**src/cachePkg.sv**
```systemverilog
`default_nettype none

package cachePkg;

    ////////////////////////////////////////
    // cache geometry
    ////////////////////////////////////////
    localparam int TagBits       = 5;
    localparam int IndexBits     = 7;
    localparam int OffsetBits    = 3;
    localparam int NumBlocks     = 128;   // one block per index
    localparam int WordsPerBlock = 8;     // refill length

    // word address width, byte bit excluded
    localparam int WordAddrBits  = TagBits + IndexBits + OffsetBits;

    ////////////////////////////////////////
    // address views
    ////////////////////////////////////////
    // cache view of the request address
    typedef struct packed {
        logic [TagBits-1:0]    tag;
        logic [IndexBits-1:0]  index;
        logic [OffsetBits-1:0] offset;     // word within block
        logic                  byteSel;    // ignored, whole words only
    } cacheFieldsT;

    // memory view, same bits
    typedef struct packed {
        logic [WordAddrBits-1:0] wordAddr;
        logic                    byteSel;
    } flatAddrT;

    typedef union packed {
        cacheFieldsT fields;   // tag / index / offset split
        flatAddrT    flat;     // straight word address for main memory
    } cacheAddrT;

    ////////////////////////////////////////
    // metadata
    ////////////////////////////////////////
    typedef struct packed {
        logic               valid;
        logic [TagBits-1:0] tag;
    } metaEntryT;

endpackage

`default_nettype wire

```
**src/metaDataArray.sv**
```systemverilog
`default_nettype none

module metaDataArray (
    input  logic                           clk,
    input  logic                           arstN,
    input  logic [cachePkg::IndexBits-1:0] index,
    input  logic                           write,
    input  cachePkg::metaEntryT            dataIn,
    output cachePkg::metaEntryT            dataOut
);
    import cachePkg::*;

    logic [NumBlocks-1:0] validBits;           // cleared by reset
    logic [TagBits-1:0]   tags [NumBlocks];    // meaningless until valid

    ////////////////////////////////////////
    // valid bits
    ////////////////////////////////////////
    always_ff @(posedge clk or negedge arstN) begin
        if (!arstN) begin
            validBits <= '0;                   // whole cache empty
        end else if (write) begin
            validBits[index] <= dataIn.valid;
        end
    end

    // tag storage
    always_ff @(posedge clk) begin
        if (write) begin
            tags[index] <= dataIn.tag;
        end
    end

    ////////////////////////////////////////
    // read, combinational
    ////////////////////////////////////////
    assign dataOut.valid = validBits[index];
    assign dataOut.tag   = tags[index];

endmodule

`default_nettype wire

```
**config.mk**
```make
export PLATFORM = sky130hd
export DESIGN_NAME = metaDataArray
export DESIGN_NICKNAME = d
export VERILOG_FILES = /design/src/cachePkg.sv /design/src/metaDataArray.sv
export SDC_FILE = /design/constraint.sdc
export NUM_CORES = 1
export LEC_CHECK = 0
export ABC_AREA = 0
export BUFFER_PORTS_ARGS = -buffer_cell sky130_fd_sc_hd__buf_2
export CORE_MARGIN = 4
export CORE_UTILIZATION = 56
export CTS_CLUSTER_DIAMETER = 60
export DETAILED_ROUTE_END_ITERATION = 16
export PLACE_DENSITY = 0.78
export SYNTH_ARGS = -nofsm -noshare
export SYNTH_HDL_FRONTEND = slang
export SYNTH_SLANG_ARGS = --single-unit
```
**constraint.sdc**
```tcl
create_clock -name clk -period 3.35 [get_ports clk]
set_input_delay 0.1675 -clock clk [delete_from_list [all_inputs] [get_ports clk]]
set_output_delay 0.1675 -clock clk [all_outputs]
set_load 0.1 [all_outputs]
```
==> impl_metrics.py <==
metrics = {
    "logic_synthesis": {
        "syn_nets": 1920,
        "synth.avg_cell_area_um2": 16.70,
        "synthArstFlopShare": 0.1667,
        "ys.flop_type": "edfxtp_1",
        "synth-warning-count": 0,
        "synth_edf_count": 640,
        "ys_seq_area_frac": 0.7052,
        "ys_seq_elements": 768,
        "synth_area_um2": 31790,
        "synth_cells": 1904,
        "synth_cell_types": 37,
    },
    "job": {
        "max_cap_violations": 0,
    },
    "worst_setup_path": {
        "crit_path_max_incr_delay_ns": 0.57,
        "start_kind": "flop",
        "cp.required_ns": 3.18,
        "crit_path_end_kind": "primary output",
        "crit_arrival_ns": 3.09,
        "r2r_setup_slack_ns": 2.55,
        "critPathSlowestCell": "a311oi_1",
        "critPathMaxFanout": 1,
        "worstSetupPathType": "reg2out",
        "crit_chain": "mux2_2 -> a221oi_1 -> a221oi_2 -> a311oi_1 -> nor4_2 -> buf_4 -> buf_12",
    },
    "cells_and_area": {
        "final_cell_mix": "edfxtp_1, mux2_2, buf_4, a221oi_1, nor2_1",
        "num_antenna_cells": 0,
        "layout_commonest_cell": "edfxtp_1",
        "stdcell_count": 2872,
        "fillers": 3745,
        "fin_nets": 2071,
        "syn2layout_area_growth_pct": 14.79,
        "drive_above_1_share": 0.3091,
    },
    "power_and_ir_drop": {
        "power_density_nw_per_um2": 560.5,
        "p_switching_mw": 4.473,
        "irDropWorstVdd_mv": 0.6116,
        "pwr-share-seq": 0.518,
        "p_comb_frac": 0.073,
        "switching_share": 0.2186,
        "clkPwrFrac": 0.410,
        "p_int_mw": 15.99,
        "p_leak_nw": 12.81,
    },
    "timing": {
        "fin_crit_sh": 0.9721,
        "hold_violations": 0,
        "slew_violations": 0,
        "maxSlewHeadroom": 0.3467,
        "min_period_ns": 3.257,
        "finalClockSkew_ns": 0,
        "worst_slew_pin_slew_ns": 0.9799,
        "fmax_ghz": 0.3071,
        "rsz0062_at_grt": "no",
        "setup_slack_ns": 0.09343,
        "finalSetupViolCount": 0,
    },
    "die": {
        "start_util": 0.5650,
        "rows": 87,
        "dieHeight_um": 246.3,
        "die_w_um": 246.3,
        "design.die.area_um2": 60650,
        "io_pins": 22,
        "core_um2": 56280,
    },
    "placed_design": {
        "place_ws_ns": 0.1460,
        "placed_cells": 2732,
        "gp_congestion": 0.9380,
        "hpwl_um": 47720,
        "io_buffers": 21,
    },
    "routing": {
        "drt_wl_total_um": 77900,
        "via_per_inst": 6.482,
        "post-route-drc-count": 0,
        "avgRoutedWirePerCell_um": 27.12,
        "ant_nets": 0,
        "drtPass1Iterations": 6,
        "drtIter0Drc": 2020,
        "num_vias": 18617,
    },
    "clock_network": {
        "numCtsBuffers": 76,
        "insertion_delay_ns": 0.60,
        "cts_setup_buffers": 0,
        "cts.sinks": 768,
        "clock_path_buffers": 3,
        "clk_pin_slew_ns": 0.06,
        "cts_tree": "yes",
        "cts_max_level": 3,
        "cts-root-buf": "clkbuf_16",
    },
    "grt": {
        "antenna_found_initial": 3,
        "grt_pass1_wl_um": 117700,
        "grt_max_degree": 103,
        "grt_usage": 0.2598,
        "overflow": 0,
        "grt_pass1_vias": 18856,
    },
    "outcome": {
        "status": "finished, final reports clean",
    },
    "min_path": {
        "hold_path_class": "in2reg",
    },
}
==> Yosys cell counts, types with 2 or more instances <==
| master | count | share of area |
|---|---|---|
| edfxtp_1 | 640 | 0.60 |
| mux2_2 | 215 | 0.076 |
| a221oi_1 | 152 | 0.042 |
| nor2_1 | 133 | 0.016 |
| dfrtp_1 | 128 | 0.10 |
| nand2_1 | 100 | 0.012 |
| mux2i_1 | 90 | 0.028 |
| nand2b_1 | 89 | 0.018 |
| clkbuf_1 | 68 | 0.0080 |
| mux4_2 | 63 | 0.045 |
| o21ai_0 | 45 | 0.0071 |
| buf_2 | 39 | 0.0061 |
| o221a_2 | 38 | 0.013 |
| buf_4 | 25 | 0.0059 |
| a311oi_1 | 20 | 0.0055 |
| nand3_1 | 12 | 0.0019 |
| nor2b_1 | 7 | 0.0014 |
| buf_1 | 6 | 0.00071 |
| buf_6 | 6 | 0.0021 |
| nor4_1 | 5 | 0.00098 |
| o221a_1 | 5 | 0.0018 |
| a22oi_1 | 2 | 0.00047 |
| and3_1 | 2 | 0.00039 |
==> metal layers <==
metal / vias to the layer above / global-route usage / routed length (um)
li1: 7874 / - / -
met1: 9525 / 0.3492 / 29790
met2: 1007 / 0.4167 / 37600
met3: 205 / 0.05986 / 7060
met4: 6 / 0.1041 / 3410
met5: - / 0 / 39
==> power by group through the flow <==
stage / combinational, mW / clock [mW] / sequential [mW]
finish: 1.49 / 8.38 / 10.6
global route: 1.57 / 8.88 / 10.6
CTS: 1.48 / 8.45 / 10.6
detailed placement: 1.47 / 0 / 10.8
global placement: 1.43 / 0 / 10.8
floorplan: 0.860 / 0 / 10.8
==> final timing paths <==
| check | start | endpoint | cells past startpoint |
|---|---|---|---|
| min in group asynchronous | arstN | validBits[71] | 2 |
| max in group asynchronous | arstN | validBits[37] | 3 |
| hold reg to reg | validBits[55] | validBits[55] | 1 |
| setup / recovery | tags[2][0] | dataOut[0] | 7 |
| setup reg to reg | validBits[117] | validBits[117] | 1 |
| hold / removal | dataIn[2] | tags[73][2] | 1 |
==> per-stage QoR <==
step                hold slack [ns]    util   TNS, ns  total power [mW]  area, um^2
floorplan                   -0.1281       -  -0.05318             11.62       31860
global placement             0.3001  0.6048         0             12.21       34040
detailed placement           0.3083  0.6048         0             12.26       34040
CTS                          0.1526  0.6484         0             20.52       36490
global route                 0.1477  0.6485         0             21.05       36500
finish                       0.1470  0.6485         0             20.46       36500
==> critical path, delay by kind of cell (launching register included) <==
family / cells / cell delay, ns
mux: 1 / 0.27
buf+inv: 2 / 0.34
compound gates: 3 / 1.32
flops: 1 / 0.37
simple gates: 1 / 0.18
==> what timing repair did <==
item                                   4_1_cts  5_1_grt
gates resized for setup                      0        1
hold buffers                                 1        0
setup endpoints to repair                    0        1
endpoints found under the hold margin       83        0
==> cell families after synthesis <==
group / Yosys count / share of synthesized area
flops: 768 / 0.7052
simple gates: 354 / 0.05092
buf+inv: 145 / 0.02302
compound gates: 269 / 0.07174
mux: 368 / 0.1491
==> final cells by class <==
| cell class | instances | area (um^2) | share of cell area |
|---|---|---|---|
| Inverter | 1 | 3.754 | 0.0001028 |
| Sequential cell | 768 | 22420 | 0.6143 |
| Tap cell | 756 | 945.9 | 0.02592 |
| Clock inverter | 31 | 316.6 | 0.008674 |
| Multi-Input combinational cell | 991 | 8740 | 0.2395 |
| Timing Repair Buffer | 217 | 1943 | 0.05324 |
| Clock buffer | 108 | 2126 | 0.05825 |
==> flip-flops by register name, summed over array words and instances, names as in the netlist <==
signal / count
validBits: 128
tags: 640
No activity file was read; power rests on OpenSTA's default activity.
