==> src/cachePkg.sv <==
`default_nettype none

package cachePkg;

    ////////////////////////////////////////
    // cache geometry
    ////////////////////////////////////////
    localparam int TagBits       = 5;
    localparam int IndexBits     = 7;
    localparam int OffsetBits    = 3;
    localparam int NumBlocks     = 128;   // one block per index
    localparam int WordsPerBlock = 8;     // refill length

    // word address width, byte bit excluded
    localparam int WordAddrBits  = TagBits + IndexBits + OffsetBits;

    ////////////////////////////////////////
    // address views
    ////////////////////////////////////////
    // cache view of the request address
    typedef struct packed {
        logic [TagBits-1:0]    tag;
        logic [IndexBits-1:0]  index;
        logic [OffsetBits-1:0] offset;     // word within block
        logic                  byteSel;    // ignored, whole words only
    } cacheFieldsT;

    // memory view, same bits
    typedef struct packed {
        logic [WordAddrBits-1:0] wordAddr;
        logic                    byteSel;
    } flatAddrT;

    typedef union packed {
        cacheFieldsT fields;   // tag / index / offset split
        flatAddrT    flat;     // straight word address for main memory
    } cacheAddrT;

    ////////////////////////////////////////
    // metadata
    ////////////////////////////////////////
    typedef struct packed {
        logic               valid;
        logic [TagBits-1:0] tag;
    } metaEntryT;

endpackage

`default_nettype wire

==> src/memPkg.sv <==
`default_nettype none

package memPkg;

    ////////////////////////////////////////
    // main memory timing and widths
    ////////////////////////////////////////
    localparam int MemLatency  = 4;    // cycles from read issue to data
    localparam int MemAddrBits = 15;   // word addressed
    localparam int DataBits    = 16;

    // request, one per cycle, never refused
    typedef struct packed {
        logic                   enable;
        logic                   wr;        // 1 write, 0 read
        logic [MemAddrBits-1:0] addr;
        logic [DataBits-1:0]    data;      // write data only
    } memReqT;

    // read return, writes give none
    typedef struct packed {
        logic                valid;
        logic [DataBits-1:0] data;
    } memRspT;

endpackage

`default_nettype wire

==> src/missController.sv <==
`default_nettype none

module missController (
    input  logic                               clk,
    input  logic                               arstN,
    input  logic                               Read,
    input  logic                               Write,
    input  cachePkg::cacheAddrT                Addr,
    input  logic [memPkg::DataBits-1:0]        DataIn,
    input  logic                               hit,
    input  memPkg::memRspT                     memRsp,
    output memPkg::memReqT                     memReq,
    output logic                               Stall,
    output logic [cachePkg::IndexBits-1:0]     fillIndex,
    output logic [cachePkg::WordsPerBlock-1:0] fillWordSel,   // zero unless refilling
    output logic [memPkg::DataBits-1:0]        fillData,
    output logic                               dataWrite,
    output logic                               metaWrite,
    output cachePkg::metaEntryT                metaOut
);
    import cachePkg::*;

    typedef enum logic [2:0] {
        IDLE = 3'b000,    // no request
        CHK  = 3'b001,    // request present and hits served here
        WAIT = 3'b010,    // issuing the 8 block reads
        WRT  = 3'b011,    // draining the remaining returns
        TAG  = 3'b100     // metadata update
    } stateT;

    stateT                 state;
    stateT                 nextState;
    cacheAddrT             missAddr;     // request that missed
    cacheAddrT             issueAddr;    // word being requested
    logic [OffsetBits-1:0] issueCnt;
    logic [OffsetBits-1:0] retCnt;
    logic                  request;
    logic                  lookup;       // IDLE or CHK
    logic                  startMiss;
    logic                  writeHit;
    logic                  rspWrite;
    logic                  lastIssue;
    logic                  lastRet;

    assign request   = Read | Write;
    assign lookup    = (state == IDLE) || (state == CHK);
    assign startMiss = lookup & request & ~hit;
    assign writeHit  = lookup & Write & hit;
    assign rspWrite  = ((state == WAIT) || (state == WRT)) & memRsp.valid;
    assign lastIssue = issueCnt == OffsetBits'(WordsPerBlock - 1);
    assign lastRet   = retCnt == OffsetBits'(WordsPerBlock - 1);

    ////////////////////////////////////////
    // FSM
    ////////////////////////////////////////
    // after the lookup cycle a miss costs 8 issues + MemLatency + last WRT + TAG
    always_comb begin
        nextState = state;
        case (state)
            IDLE, CHK: begin
                if (startMiss) begin
                    nextState = WAIT;
                end else if (request) begin
                    nextState = CHK;
                end else begin
                    nextState = IDLE;
                end
            end
            WAIT: begin
                if (lastIssue) begin
                    nextState = WRT;        // returns keep coming
                end
            end
            WRT: begin
                if (rspWrite && lastRet) begin
                    nextState = TAG;
                end
            end
            TAG:     nextState = CHK;       // retry completes as a hit
            default: nextState = CHK;
        endcase
    end

    always_ff @(posedge clk or negedge arstN) begin
        if (!arstN) begin
            state <= CHK;
        end else begin
            state <= nextState;
        end
    end

    ////////////////////////////////////////
    // refill counters
    ////////////////////////////////////////
    always_ff @(posedge clk or negedge arstN) begin
        if (!arstN) begin
            issueCnt <= '0;
            retCnt   <= '0;
        end else begin
            if (startMiss) begin
                issueCnt <= '0;
                retCnt   <= '0;
            end else begin
                if (state == WAIT) begin
                    issueCnt <= issueCnt + 1'b1;   // one read per cycle with no gaps
                end
                if (rspWrite) begin
                    retCnt <= retCnt + 1'b1;
                end
            end
        end
    end

    // fill index and tag come from the missing request
    always_ff @(posedge clk) begin
        if (startMiss) begin
            missAddr <= Addr;
        end
    end

    ////////////////////////////////////////
    // memory requests
    ////////////////////////////////////////
    always_comb begin
        issueAddr               = missAddr;
        issueAddr.fields.offset = issueCnt;      // walk the block from word 0
    end

    always_comb begin
        memReq = '0;
        if (state == WAIT) begin
            memReq.enable = 1'b1;
            memReq.wr     = 1'b0;
            memReq.addr   = issueAddr.flat.wordAddr;
        end else if (writeHit) begin
            memReq.enable = 1'b1;               // write-through on the array write edge
            memReq.wr     = 1'b1;
            memReq.addr   = Addr.flat.wordAddr;
            memReq.data   = DataIn;
        end
    end

    ////////////////////////////////////////
    // array writes and stall
    ////////////////////////////////////////
    assign fillIndex   = missAddr.fields.index;
    assign fillWordSel = rspWrite ? (WordsPerBlock'(1) << retCnt) : '0;
    assign fillData    = rspWrite ? memRsp.data : DataIn;   // refill beats processor
    assign dataWrite   = rspWrite | writeHit;
    assign metaWrite   = state == TAG;
    assign metaOut     = '{valid: 1'b1, tag: missAddr.fields.tag};

    assign Stall = lookup ? (request & ~hit) : 1'b1;

endmodule

`default_nettype wire

==> config.mk <==
export PLATFORM = sky130hd
export DESIGN_NAME = missController
export DESIGN_NICKNAME = d
export VERILOG_FILES = /design/src/cachePkg.sv /design/src/memPkg.sv /design/src/missController.sv
export SDC_FILE = /design/constraint.sdc
export NUM_CORES = 1
export LEC_CHECK = 0
export BUFFER_PORTS_ARGS = -buffer_cell sky130_fd_sc_hd__clkbuf_2
export CAP_MARGIN = 20
export CORE_MARGIN = 4
export CORE_UTILIZATION = 41
export DETAILED_ROUTE_END_ITERATION = 10
export GPL_TIMING_DRIVEN = 1
export PLACE_DENSITY_LB_ADDON = 0.15
export SLEW_MARGIN = 15
export SYNTH_ARGS = -nofsm -noshare
export SYNTH_HDL_FRONTEND = slang
export SYNTH_SLANG_ARGS = --single-unit
==> constraint.sdc <==
create_clock -name clk -period 3.7 [get_ports clk]
set_input_delay 0.37 -clock clk [delete_from_list [all_inputs] [get_ports clk]]
set_output_delay 0.37 -clock clk [all_outputs]
set_load 0.01 [all_outputs]
==> metrics <==
share of the synthesized area in the top cell type 24.74%; Core Footprint 3390 sq um; Layout Area Growth over Synthesis 44.85%; vias in the first global route 1325; Post-Layout Cell Count 329; Remaining DRCs 0; Reg clk slew, reported paths 0.12 ns; Switch Pwr 0.4811 mW; Final Skew 0.003350 ns; status finished, final reports clean; clk sinks 21; syn avg cell area 8.880 sq um; data arrival time of the worst path 2.02 ns; Reg power frac 33.0%; Worst Setup End Kind output pin; nets@finish 346; Tmin final 2.391 ns; Synth Flop Type edfxtp_1; crit path max-delay cell type and3b_1; Starting Density 42.97%; RSZ-0062 raised after global routing no; layout cells sized above 1 48.06%; IO Port Bufs 124; H-tree depth 1; final setup TNS 0 ns; cells along the critical path and3b_1, and3_1, clkbuf_2; Post-CTS Setup Bufs 0; CP peak stage delay 0.79 ns; clock share of power 9.5%; die width 67.60 microns; Ports 127; syn_nets 226; Final Slew Violations 0; worst slew pin tran 0.8666 ns; Synth Register Bits 21; gpl congestion 0.7220; Switching Fraction 42.57%; Rows 21; Slew headroom 42.23%; synth top area cells edfxtp_1, dfrtp_1, nand2_1; hold_buf cts 1; first-pass GRT wire length 5733 microns; Async SR Flop Fraction 42.86%; clk root buf clkbuf_4; Yosys top cell by area edfxtp_1; crit path kind reg -> out; maximum VDD drop 304.4 uV; cts repair resizes 0; gr usage total 16.01%; Placed Cells 323; pin count of the biggest net entering global routing 35; Yosys warnings 0; HP Class in -> reg; Via density 4.657; Num CTS Buffers 3; required time of the critical path 3.33 ns; GRT overflow 0; Gate power share 57.4%; Clock Tree Buf Depth 2; Total Die Area 4570 sq um; Cells after Synth 164; LEAKAGE 1.242 nW; drt pass-1 iters 4; wire length per cell 12.24 microns; routed wire length 4028 microns; Hold Vio Cnt, Final 0; sequential share of the synthesized area 40.29%; number of synthesized flops with an enable pin 12; initial antenna violation count 0; mapped cell area 1456 sq um; Fmax 418.2 MHz; initial drt markers 35; PD cells 535.7 nW/um^2; Int Pwr 0.6490 mW; hold_ws 0.2542 ns; commonest non-fill, non-tap cell in the layout clkbuf_2; commonest non-fill, non-tap cells in the layout clkbuf_2, nand2_1, and2_1; Synth cell types 31; max-cap violations 0; TritonCTS clock tree done; via count 1532; diode count 0; die height 67.60 microns; CP Launch Type flip-flop; DP HPWL 3241 microns; DRT antenna net count 0; worst skew pair latency 0.30 ns; Final setup viols 0; Tcrit/Tclk final 64.63%; Worst Path Max Fanout 29
-- logic make-up (layout without fill, tap and decap cells) --
logic type | after synthesis | after routing | synth area share, %
compound gates | 22 | 22 | 12.29
xor+xnor | 1 | 1 | 0.6015
other cells | 1 | 1 | 0.2575
simple gates | 92 | 92 | 30.50
mux | 2 | 2 | 1.375
fa+ha+maj | 8 | 8 | 6.873
flops | 21 | 21 | 40.29
buf+inv | 17 | 136 | 7.818
-- final cells by class --
cell class	count	area (sq um)
fill	327	1280
multi-input combinational	126	769.5
timing repair buffer	127	649.4
sequential	21	586.8
tap	46	57.56
clock buffer	3	22.52
inverter	5	18.77
clock inverter	1	5.005
-- stage by stage --
step	util (%)	power (mW)	instance area, sq um	setup WS [ns]
after floorplan	-	0.8067	1456	1.764
after global placement	60.80	1.027	2061	1.646
after detailed placement	60.80	1.037	2061	1.618
after CTS	61.90	1.146	2098	1.269
after global routing	62.24	1.230	2110	1.131
final	62.24	1.130	2110	1.309
-- state kept, by name (all words and copies together) (netlist names) --
register	flops
state	3
issueCnt	3
retCnt	3
missAddr	12
-- Yosys cell counts, types with 2 or more instances --
master	count
buf_6	4
nor2_1	6
inv_1	5
a22o_1	15
and2_1	18
dfrtp_1	8
mux2i_1	2
and3_1	7
ha_1	8
buf_2	4
edfxtp_1	12
nand2_1	52
a21oi_1	2
buf_4	4
-- routing by layer --
layer / GRT usage [%] / routed length, microns / up-vias
met5: 0 / 0 / -
met2: 29.53 / 1987 / 70
li1: - / - / 791
met4: 5.823 / 14 / 0
met3: 2.829 / 473 / 2
met1: 18.18 / 1552 / 669
-- final timing paths --
path                              from        endpoint  slack [ns]  depth (start not counted)
setup / recovery              state[1]  fillWordSel[5]        1.31                          3
hold / removal                 Addr[5]     missAddr[5]        0.25                          1
setup reg to reg              state[1]       retCnt[2]        1.96                          3
hold reg to reg            issueCnt[1]     issueCnt[1]        0.57                          2
max in group asynchronous        arstN        state[0]        3.00                          2
min in group asynchronous        arstN     issueCnt[2]        0.45                          2
-- power by group through the flow --
stage | logic (mW) | clock network [mW] | registers [mW]
after floorplan | 0.440 | 0 | 0.367
after global placement | 0.649 | 0 | 0.378
after detailed placement | 0.658 | 0 | 0.379
after CTS | 0.661 | 0.111 | 0.374
after global routing | 0.726 | 0.121 | 0.384
final | 0.649 | 0.108 | 0.373
-- worst max-delay path, delay by kind of cell (launching register included) --
family                 cells  cell delay [ns]
and+or+nand+nor            2             1.05
DFF                        1             0.54
buffers and inverters      1             0.13
Power figures use the tool's default switching activity.
