`src/cachePkg.sv`:
```
`default_nettype none

package cachePkg;

    ////////////////////////////////////////
    // cache geometry
    ////////////////////////////////////////
    localparam int TagBits       = 5;
    localparam int IndexBits     = 7;
    localparam int OffsetBits    = 3;
    localparam int NumBlocks     = 128;   // one block per index
    localparam int WordsPerBlock = 8;     // refill length

    // word address width, byte bit excluded
    localparam int WordAddrBits  = TagBits + IndexBits + OffsetBits;

    ////////////////////////////////////////
    // address views
    ////////////////////////////////////////
    // cache view of the request address
    typedef struct packed {
        logic [TagBits-1:0]    tag;
        logic [IndexBits-1:0]  index;
        logic [OffsetBits-1:0] offset;     // word within block
        logic                  byteSel;    // ignored, whole words only
    } cacheFieldsT;

    // memory view, same bits
    typedef struct packed {
        logic [WordAddrBits-1:0] wordAddr;
        logic                    byteSel;
    } flatAddrT;

    typedef union packed {
        cacheFieldsT fields;   // tag / index / offset split
        flatAddrT    flat;     // straight word address for main memory
    } cacheAddrT;

    ////////////////////////////////////////
    // metadata
    ////////////////////////////////////////
    typedef struct packed {
        logic               valid;
        logic [TagBits-1:0] tag;
    } metaEntryT;

endpackage

`default_nettype wire

```
`src/cacheAddrDecode.sv`:
```
`default_nettype none

module cacheAddrDecode (
    input  cachePkg::cacheAddrT                Addr,
    input  cachePkg::metaEntryT                meta,     // entry at Addr's index
    input  logic                               Read,
    input  logic                               Write,
    output logic                               hit,
    output logic [cachePkg::IndexBits-1:0]     index,
    output logic [cachePkg::WordsPerBlock-1:0] wordSel   // one-hot
);
    import cachePkg::*;

    logic request;
    logic tagMatch;

    ////////////////////////////////////////
    // hit detect
    ////////////////////////////////////////
    assign request  = Read | Write;
    assign tagMatch = meta.tag == Addr.fields.tag;

    // idle bus never counts as a hit
    assign hit = request & meta.valid & tagMatch;

    ////////////////////////////////////////
    // array selects
    ////////////////////////////////////////
    assign index   = Addr.fields.index;                               // block row
    assign wordSel = WordsPerBlock'(1) << Addr.fields.offset;         // word column

endmodule

`default_nettype wire

```
`config.mk`:
```
export PLATFORM = sky130hd
export DESIGN_NAME = cacheAddrDecode
export DESIGN_NICKNAME = d
export VERILOG_FILES = /design/src/cachePkg.sv /design/src/cacheAddrDecode.sv
export SDC_FILE = /design/constraint.sdc
export NUM_CORES = 1
export LEC_CHECK = 0
export BUFFER_PORTS_ARGS = -buffer_cell sky130_fd_sc_hd__clkbuf_2
export CORE_AREA = 2 2 39 41
export DETAILED_ROUTE_END_ITERATION = 10
export DIE_AREA = 0 0 41 43
export PLACE_DENSITY_LB_ADDON = 0.05
export SYNTH_ARGS = -nofsm -noshare
export SYNTH_HDL_FRONTEND = slang
export SYNTH_SLANG_ARGS = --single-unit
```
`constraint.sdc`:
```
create_clock -name vclk -period 0.8
set_input_delay 0.04 -clock vclk [all_inputs]
set_output_delay 0.04 -clock vclk [all_outputs]
set_load 0.005 [all_outputs]
```
==> run_results.csv, run 1 <==
group,metric,value,unit
synth,synthXorXnorAreaFrac,24.8,%
grt,grt_start_max_net_pins,9,
placed_design,place_area,269,um2
routing,routed_wl,556,um
synth,syn_avg_cell_area,7.35,um2
synth,synth_compound_area_share,2.84,%
sta,whs,80.0,ps
critical_path,cp_data_required_time,760,ps
critical_path,worstSetupPathDepth,5,
power,clockPowerShare,0,%
cells_and_area,fin_area,297,um2
cells_and_area,flops_and_latches,0,
cells_and_area,post_route_cells_drive_above_1_share,66.7,%
critical_path,start_kind,"primary input",
critical_path,cp_slowest_cell,"nor3_2",
synth,synthAdderAreaFrac,0,%
critical_path,endpoint_kind,"output port",
critical_path,cp_top_family,"simple AND/OR/NAND/NOR gates",
grt,grt_pass1_wl,841,um
critical_path,crit_type,"in -> out",
routing,drt-vias-per-instance,3.81,
synth,syn-instance-count,24,
routing,drc,0,
cells_and_area,area_delta_synth_final,68.1,%
sta,slew-limit-headroom,87.1,%
die,die-area,1760,um2
routing,via_count,221,
power,switching_share,40.2,%
clock_tree,cts_setup_buffers,0,
synth,syn-cell-area,176,um2
outcome,status,"complete, no violations",
cells_and_area,final_util,21.4,%
routing,ant_nets,0,
placed_design,hpwl,495,um
synth,synth_top_family_by_area,"simple AND/OR/NAND/NOR gates",
placed_design,place_congestion,0.554,
placed_design,port_buffers,25,
sta,tightest_slew,192,ps
synth,synthMuxAreaShare,0,%
critical_path,cp_cell_sequence,"buf_6, xnor2_2, nand4_1, nor3_2, buf_2",
cells_and_area,diodes,0,
sta,hold_viol,0,
die,die_y,43,um
power,internal_power,0.0000767,W
die,die_w,41,um
cells_and_area,clockBufferCount,0,
synth,yosysSeqAreaShare,0,%
sta,rsz0062_at_grt,"yes",
critical_path,crit_path_end,"hit",
die,core_area,1380,um2
routing,wire_per_inst,9.59,um
power,p_seq_share,0,%
cells_and_area,multi_input_area,139,um2
sta,fin_tns_setup,0,ps
critical_path,cp.arrival,710,ps
critical_path,crit_fanout,1,
power,p_leak,0.167,nW
synth,yosys_warnings,0,
cells_and_area,fin_nets,68,
cells_and_area,layout.area.seq,0,um2
routing,drt_iter0_markers,2,
power,p_per_area,433,nW/um2
sta,final_max_slew_viol_count,0,
sta,min_period,749,ps
die,num_io_pins,40,
sta,fmax,1340,MHz
critical_path,path_buf_inv,2,
job,max-cap-violations,0,
die,num_rows,14,
power,peakVddDrop,128,uV
critical_path,slowest_delay,170,ps
synth,syn-num-nets,48,
clock_tree,cts_hold_buffers,0,
critical_path,cp-startpoint,"meta[0]",
hold_path,hp-class,"in -> out",
synth,ys_types,12,
power,power_frac_comb,100.0,%
grt,grt_util_all_layers,6.29,%
die,start_util,12.7,%
grt,antenna_found_initial,0,
synth,synth-simple-area-share,42.6,%
cells_and_area,fillers,161,
power,switchingPower,0.0000517,W
grt,grt_pass1_vias,199,
routing,dr.pass1.iters,2,
sta,setup_violations,0,
sta,post-route-period-util,93.6,%
grt,grt_overflow,0,
[cell families (layout without fill, tap and decap cells)]
logic type | after synthesis | after routing
AOI/OAI and AO/OA | 1 | 1
xor gates and xnor gates | 5 | 5
buffers and inverters | 7 | 25
and+or+nand+nor | 11 | 11
[per-stage QoR]
step / cells / setup WS (ps) / power, W
after floorplan: 24 / 286 / 0.0000714
after global placement: 58 / 33.2 / 0.000111
after detailed placement: 58 / -10.2 / 0.000113
after CTS: 58 / 55.5 / 0.000114
after global routing: 58 / -55.0 / 0.000142
final: 58 / 51.1 / 0.000128
[placed cells by master, fill, tap and decap left out, drive strengths merged]
master,netlist,routed
buf,7,3
nor3b,3,3
and3b,2,2
nand2,1,1
o21ai,1,1
xnor2,4,4
and3,1,1
clkbuf,0,22
nand4,1,1
nor3,2,2
nor2,1,1
xor2,1,1
[how the worst min path moves through the flow]
stage,end,depth (start not counted),startpoint,slack (ps)
final,index[0],0,Addr[4],80
after global routing,index[4],0,Addr[8],80
after CTS,index[0],0,Addr[4],80
after detailed placement,index[0],0,Addr[4],80
after global placement,index[0],0,Addr[4],80
after floorplan,wordSel[0],1,Addr[3],110
[Yosys cell counts]
cell	instances	area, um2
buf_4	7	52.6
xnor2_1	4	35.0
nor3b_1	3	22.5
and3b_1	2	17.5
and3_1	1	6.26
nand2_1	1	3.75
nand4_1	1	6.26
nor2_1	1	3.75
nor3_1	1	5.00
nor3_2	1	10.0
o21ai_0	1	5.00
xor2_1	1	8.76
[per-layer routing]
metal / track usage [%] / part of all wire [%] / vias to the layer above
li1: - / - / 113
met4: 2.00 / 2.5 / 0
met2: 10.6 / 53 / 7
met1: 7.59 / 36 / 95
met5: 0 / 0 / -
met3: 1.05 / 9.0 / 6
[cell type report]
type / instances / area share [%]
Multi-Input combinational cell: 17 / 46.8
Timing Repair Buffer: 25 / 46.4
Tap cell: 16 / 6.75
[power groups by stage]
stage / Combinational [W] / Sequential, W / Clock (W)
after floorplan: 0.0000714 / 0 / 0
after global placement: 0.000111 / 0 / 0
after detailed placement: 0.000113 / 0 / 0
after CTS: 0.000114 / 0 / 0
after global routing: 0.000142 / 0 / 0
final: 0.000128 / 0 / 0
[timing repair]
action / 4_1_cts / 5_1_grt
setup endpoints to repair: 1 / 1
pin swaps: 1 / 4
resized for setup: 0 / 6
Note: power is estimated with default switching activity, not from simulation.
==> run 2: changes to the inputs <==
--- a/config.mk
+++ b/config.mk
@@ -9,7 +9,7 @@
 export CORE_AREA = 2 2 39 41
 export DETAILED_ROUTE_END_ITERATION = 10
 export DIE_AREA = 0 0 41 43
-export PLACE_DENSITY_LB_ADDON = 0.05
+export PLACE_DENSITY = 0.59
 export SYNTH_ARGS = -nofsm -noshare
 export SYNTH_HDL_FRONTEND = slang
 export SYNTH_SLANG_ARGS = --single-unit
==> run_results.csv, run 2 (synthesized netlist as in run 1, its figures left out) <==
group,metric,value,unit
outcome,status,"complete, no violations",
grt,grt_overflow,0,
cells_and_area,fillers,156,
die,die-area,1760,um2
cells_and_area,diodes,0,
hold_path,whs_path_depth,0,
cells_and_area,fin_nets,68,
sta,setup_violations,0,
critical_path,crit_type,"in -> out",
critical_path,cp_cell_sequence,"buf_6, xnor2_2, nand4_1, nor3_2, buf_2",
routing,via_count,220,
sta,final_max_slew_viol_count,0,
grt,grt_util_all_layers,3.90,%
critical_path,cp_data_required_time,760,ps
cells_and_area,area_delta_synth_final,72.3,%
placed_design,port_buffers,25,
cells_and_area,layout.area.seq,0,um2
sta,fmax,1390,MHz
critical_path,start_kind,"primary input",
placed_design,place_inst,58,
routing,dr.pass1.iters,1,
sta,min_period,718,ps
critical_path,cp_slowest_cell,"nor3_2",
clock_tree,cts_hold_buffers,0,
grt,grt_start_max_net_pins,9,
placed_design,place_congestion,0.594,
grt,grt_pass1_wl,524,um
power,peakVddDrop,116,uV
cells_and_area,clockBufferCount,0,
cells_and_area,mostFrequentLayoutCells,"clkbuf_2, nor3b_1, xnor2_2, and3b_1, buf_6",
cells_and_area,final_common_cell,"clkbuf_2",
critical_path,cp.arrival,680,ps
die,die_y,43,um
routing,drc,0,
sta,tightest_slew,205,ps
routing,drt_iter0_markers,0,
hold_path,hp-start,"Addr[9]",
grt,grt_pass1_vias,148,
cells_and_area,multi_input_area,146,um2
routing,ant_nets,0,
hold_path,whs_endpoint,"index[5]",
die,num_io_pins,40,
cells_and_area,instances_no_fill,58,
routing,wire_per_inst,6.81,um
sta,slew-limit-headroom,86.2,%
routing,routed_wl,395,um
power,p_per_area,430,nW/um2
critical_path,crit_fanout,1,
critical_path,slowest_delay,150,ps
die,num_rows,14,
critical_path,endpoint_kind,"output port",
hold_path,hp-class,"in -> out",
die,core_area,1380,um2
job,max-cap-violations,0,
grt,antenna_found_initial,0,
power,p_leak,0.173,nW
sta,fin_tns_setup,0,ps
sta,post-route-period-util,89.8,%
cells_and_area,flops_and_latches,0,
die,die_w,41,um
routing,drt-vias-per-instance,3.79,
cells_and_area,post_route_cells_drive_above_1_share,69.0,%
die,start_util,12.7,%
sta,hold_viol,0,
[run 2: cell counts in the layout (fill, tap and decap cells not counted)]
No cell type changed its count.
[run 2: how the worst max path moves through the flow]
stage               startpoint  endpoint  slack [ps]
finish                 meta[0]       hit          80
global route           meta[0]       hit          -3
CTS                   Addr[15]       hit          40
detailed placement    Addr[15]       hit          50
global placement      Addr[12]       hit          50
floorplan             Addr[12]       hit         290
[run 2: critical path: cells and delay by family]
kind / cells / cell delay (ps)
buf+inv: 2 / 220
simple gates: 2 / 280
xor+xnor: 1 / 140
[run 2: area by class of cell]
type / count / share of cell area, %
Multi-Input combinational cell: 17 / 48.1
Timing Repair Buffer: 25 / 45.3
Tap cell: 16 / 6.58
[run 2: report_power, final]
part,leakage [nW],switching [W],internal (W)
combinational,0.173,0.0000510,0.0000798
clock,0,0,0
sequential,0,0,0
[run 2: timing repair]
item	4_1_cts	5_1_grt
resized for setup	0	8
endpoints found under the setup margin	0	1
buffers inserted	0	0
[run 2: routing by layer]
metal  part of all wire [%]  wire, um  track usage [%]
met1                     30       117             3.48
met2                     45       176             7.81
met3                     26       102            0.524
met4                      0         0             1.33
met5                      0         0                0
[run 2: through the flow]
step	utilization, %	hold slack (ps)	area [um2]	total power [W]	setup slack, ps
floorplan	-	110	176	0.0000714	286
global placement	19.4	80.0	269	0.000110	48.2
detailed placement	19.4	80.0	269	0.000112	50.3
CTS	19.4	80.0	269	0.000112	43.7
global route	22.0	80.0	304	0.000148	-2.72
finish	22.0	80.0	304	0.000131	81.6
==> run 3: changes to the inputs <==
--- a/config.mk
+++ b/config.mk
@@ -5,11 +5,12 @@
 export SDC_FILE = /design/constraint.sdc
 export NUM_CORES = 1
 export LEC_CHECK = 0
-export BUFFER_PORTS_ARGS = -buffer_cell sky130_fd_sc_hd__clkbuf_2
+export ABC_CLOCK_PERIOD_IN_PS = 800
 export CORE_AREA = 2 2 39 41
 export DETAILED_ROUTE_END_ITERATION = 10
 export DIE_AREA = 0 0 41 43
-export PLACE_DENSITY = 0.59
+export DONT_BUFFER_PORTS = 1
+export PLACE_DENSITY = 0.34
 export SYNTH_ARGS = -nofsm -noshare
 export SYNTH_HDL_FRONTEND = slang
 export SYNTH_SLANG_ARGS = --single-unit
==> run_results.csv, run 3 (synthesized netlist as in run 1, its figures left out) <==
group,metric,value,unit
outcome,status,"complete, no violations",
sta,setup_violations,0,
grt,antenna_found_initial,0,
sta,final_max_slew_viol_count,0,
grt,grt_pass1_wl,476,um
job,max-cap-violations,0,
critical_path,cp.arrival,520,ps
die,num_rows,14,
power,p_per_area,321,nW/um2
hold_path,hp-class,"in -> out",
die,core_area,1380,um2
grt,grt_start_max_net_pins,9,
routing,ant_nets,0,
cells_and_area,post_route_cells_drive_above_1_share,5.88,%
routing,via_count,148,
sta,fin_tns_setup,0,ps
sta,post-route-period-util,70.4,%
sta,whs,80.0,ps
critical_path,crit_type,"in -> out",
cells_and_area,fin_area,144,um2
die,die_y,43,um
sta,slew-limit-headroom,80.8,%
cells_and_area,flops_and_latches,0,
power,switching_share,38.7,%
power,power,0.0000462,W
power,switchingPower,0.0000178,W
routing,routed_wl,347,um
die,num_io_pins,40,
grt,grt_pass1_vias,122,
power,power_frac_comb,100.0,%
cells_and_area,layout.area.seq,0,um2
die,start_util,12.7,%
sta,hold_viol,0,
critical_path,start_kind,"primary input",
critical_path,endpoint_kind,"output port",
power,p_seq_share,0,%
placed_design,place_congestion,0.500,
critical_path,crit_fanout,1,
cells_and_area,diodes,0,
power,peakVddDrop,60.7,uV
sta,min_period,563,ps
grt,grt_util_all_layers,3.60,%
placed_design,place_area,144,um2
grt,grt_overflow,0,
sta,tightest_slew,287,ps
die,die-area,1760,um2
cells_and_area,mostFrequentLayoutCells,"xnor2_1, nor3b_1, and3b_1",
clock_tree,ctsResizeCount,0,
routing,drt_iter0_markers,0,
routing,wire_per_inst,10.5,um
routing,drc,0,
placed_design,port_buffers,0,
clock_tree,cts_hold_buffers,0,
cells_and_area,area_delta_synth_final,-18.4,%
power,internal_power,0.0000283,W
cells_and_area,final_common_cell,"xnor2_1",
sta,fmax,1780,MHz
power,p_leak,0.0436,nW
sta,rsz0062_at_grt,"no",
routing,drt-vias-per-instance,4.48,
power,clockPowerShare,0,%
routing,dr.pass1.iters,1,
clock_tree,cts_setup_buffers,0,
cells_and_area,clockBufferCount,0,
cells_and_area,fin_nets,43,
critical_path,cp_data_required_time,760,ps
die,die_w,41,um
run 3: changes by cell type in the layout (fill, tap and decap cells not counted):
cell      delta
clkbuf_2    -22
xnor2_2      -3
xnor2_1      +3
buf_2        -1
buf_6        -2
run 3: routing by layer:
layer  wire [um]  global-route usage [%]
met1         111                    3.48
met2         173                    7.81
met5           0                       0
met3          62                       0
met4           0                       0
run 3: power by group through the flow:
stage / sequential [W] / clock [W] / combinational [W]
final: 0 / 0 / 0.0000462
after global routing: 0 / 0 / 0.0000542
after CTS: 0 / 0 / 0.0000474
after detailed placement: 0 / 0 / 0.0000473
after global placement: 0 / 0 / 0.0000470
after floorplan: 0 / 0 / 0.0000714
run 3: cell type report:
type / instances / area, um2
tap: 16 / 20.0
fill: 159 / 1240
multi-input combinational: 17 / 124
run 3: through the flow:
stage / std cells / setup WS (ps) / utilization, %
global route: 33 / 128 / 10.4
floorplan: 24 / 286 / -
CTS: 33 / 214 / 10.4
detailed placement: 33 / 222 / 10.4
global placement: 33 / 247 / 10.4
finish: 33 / 237 / 10.4
run 3: final timing paths:
check / slack [ps] / to / startpoint / depth (start not counted)
setup / recovery: 240 / hit / Addr[15] / 3
hold / removal: 80 / index[2] / Addr[6] / 0
run 3: worst max-delay path, stage by stage:
cell,delay [ps]
xnor2_1,130
nand4_1,130
nor3_2,220
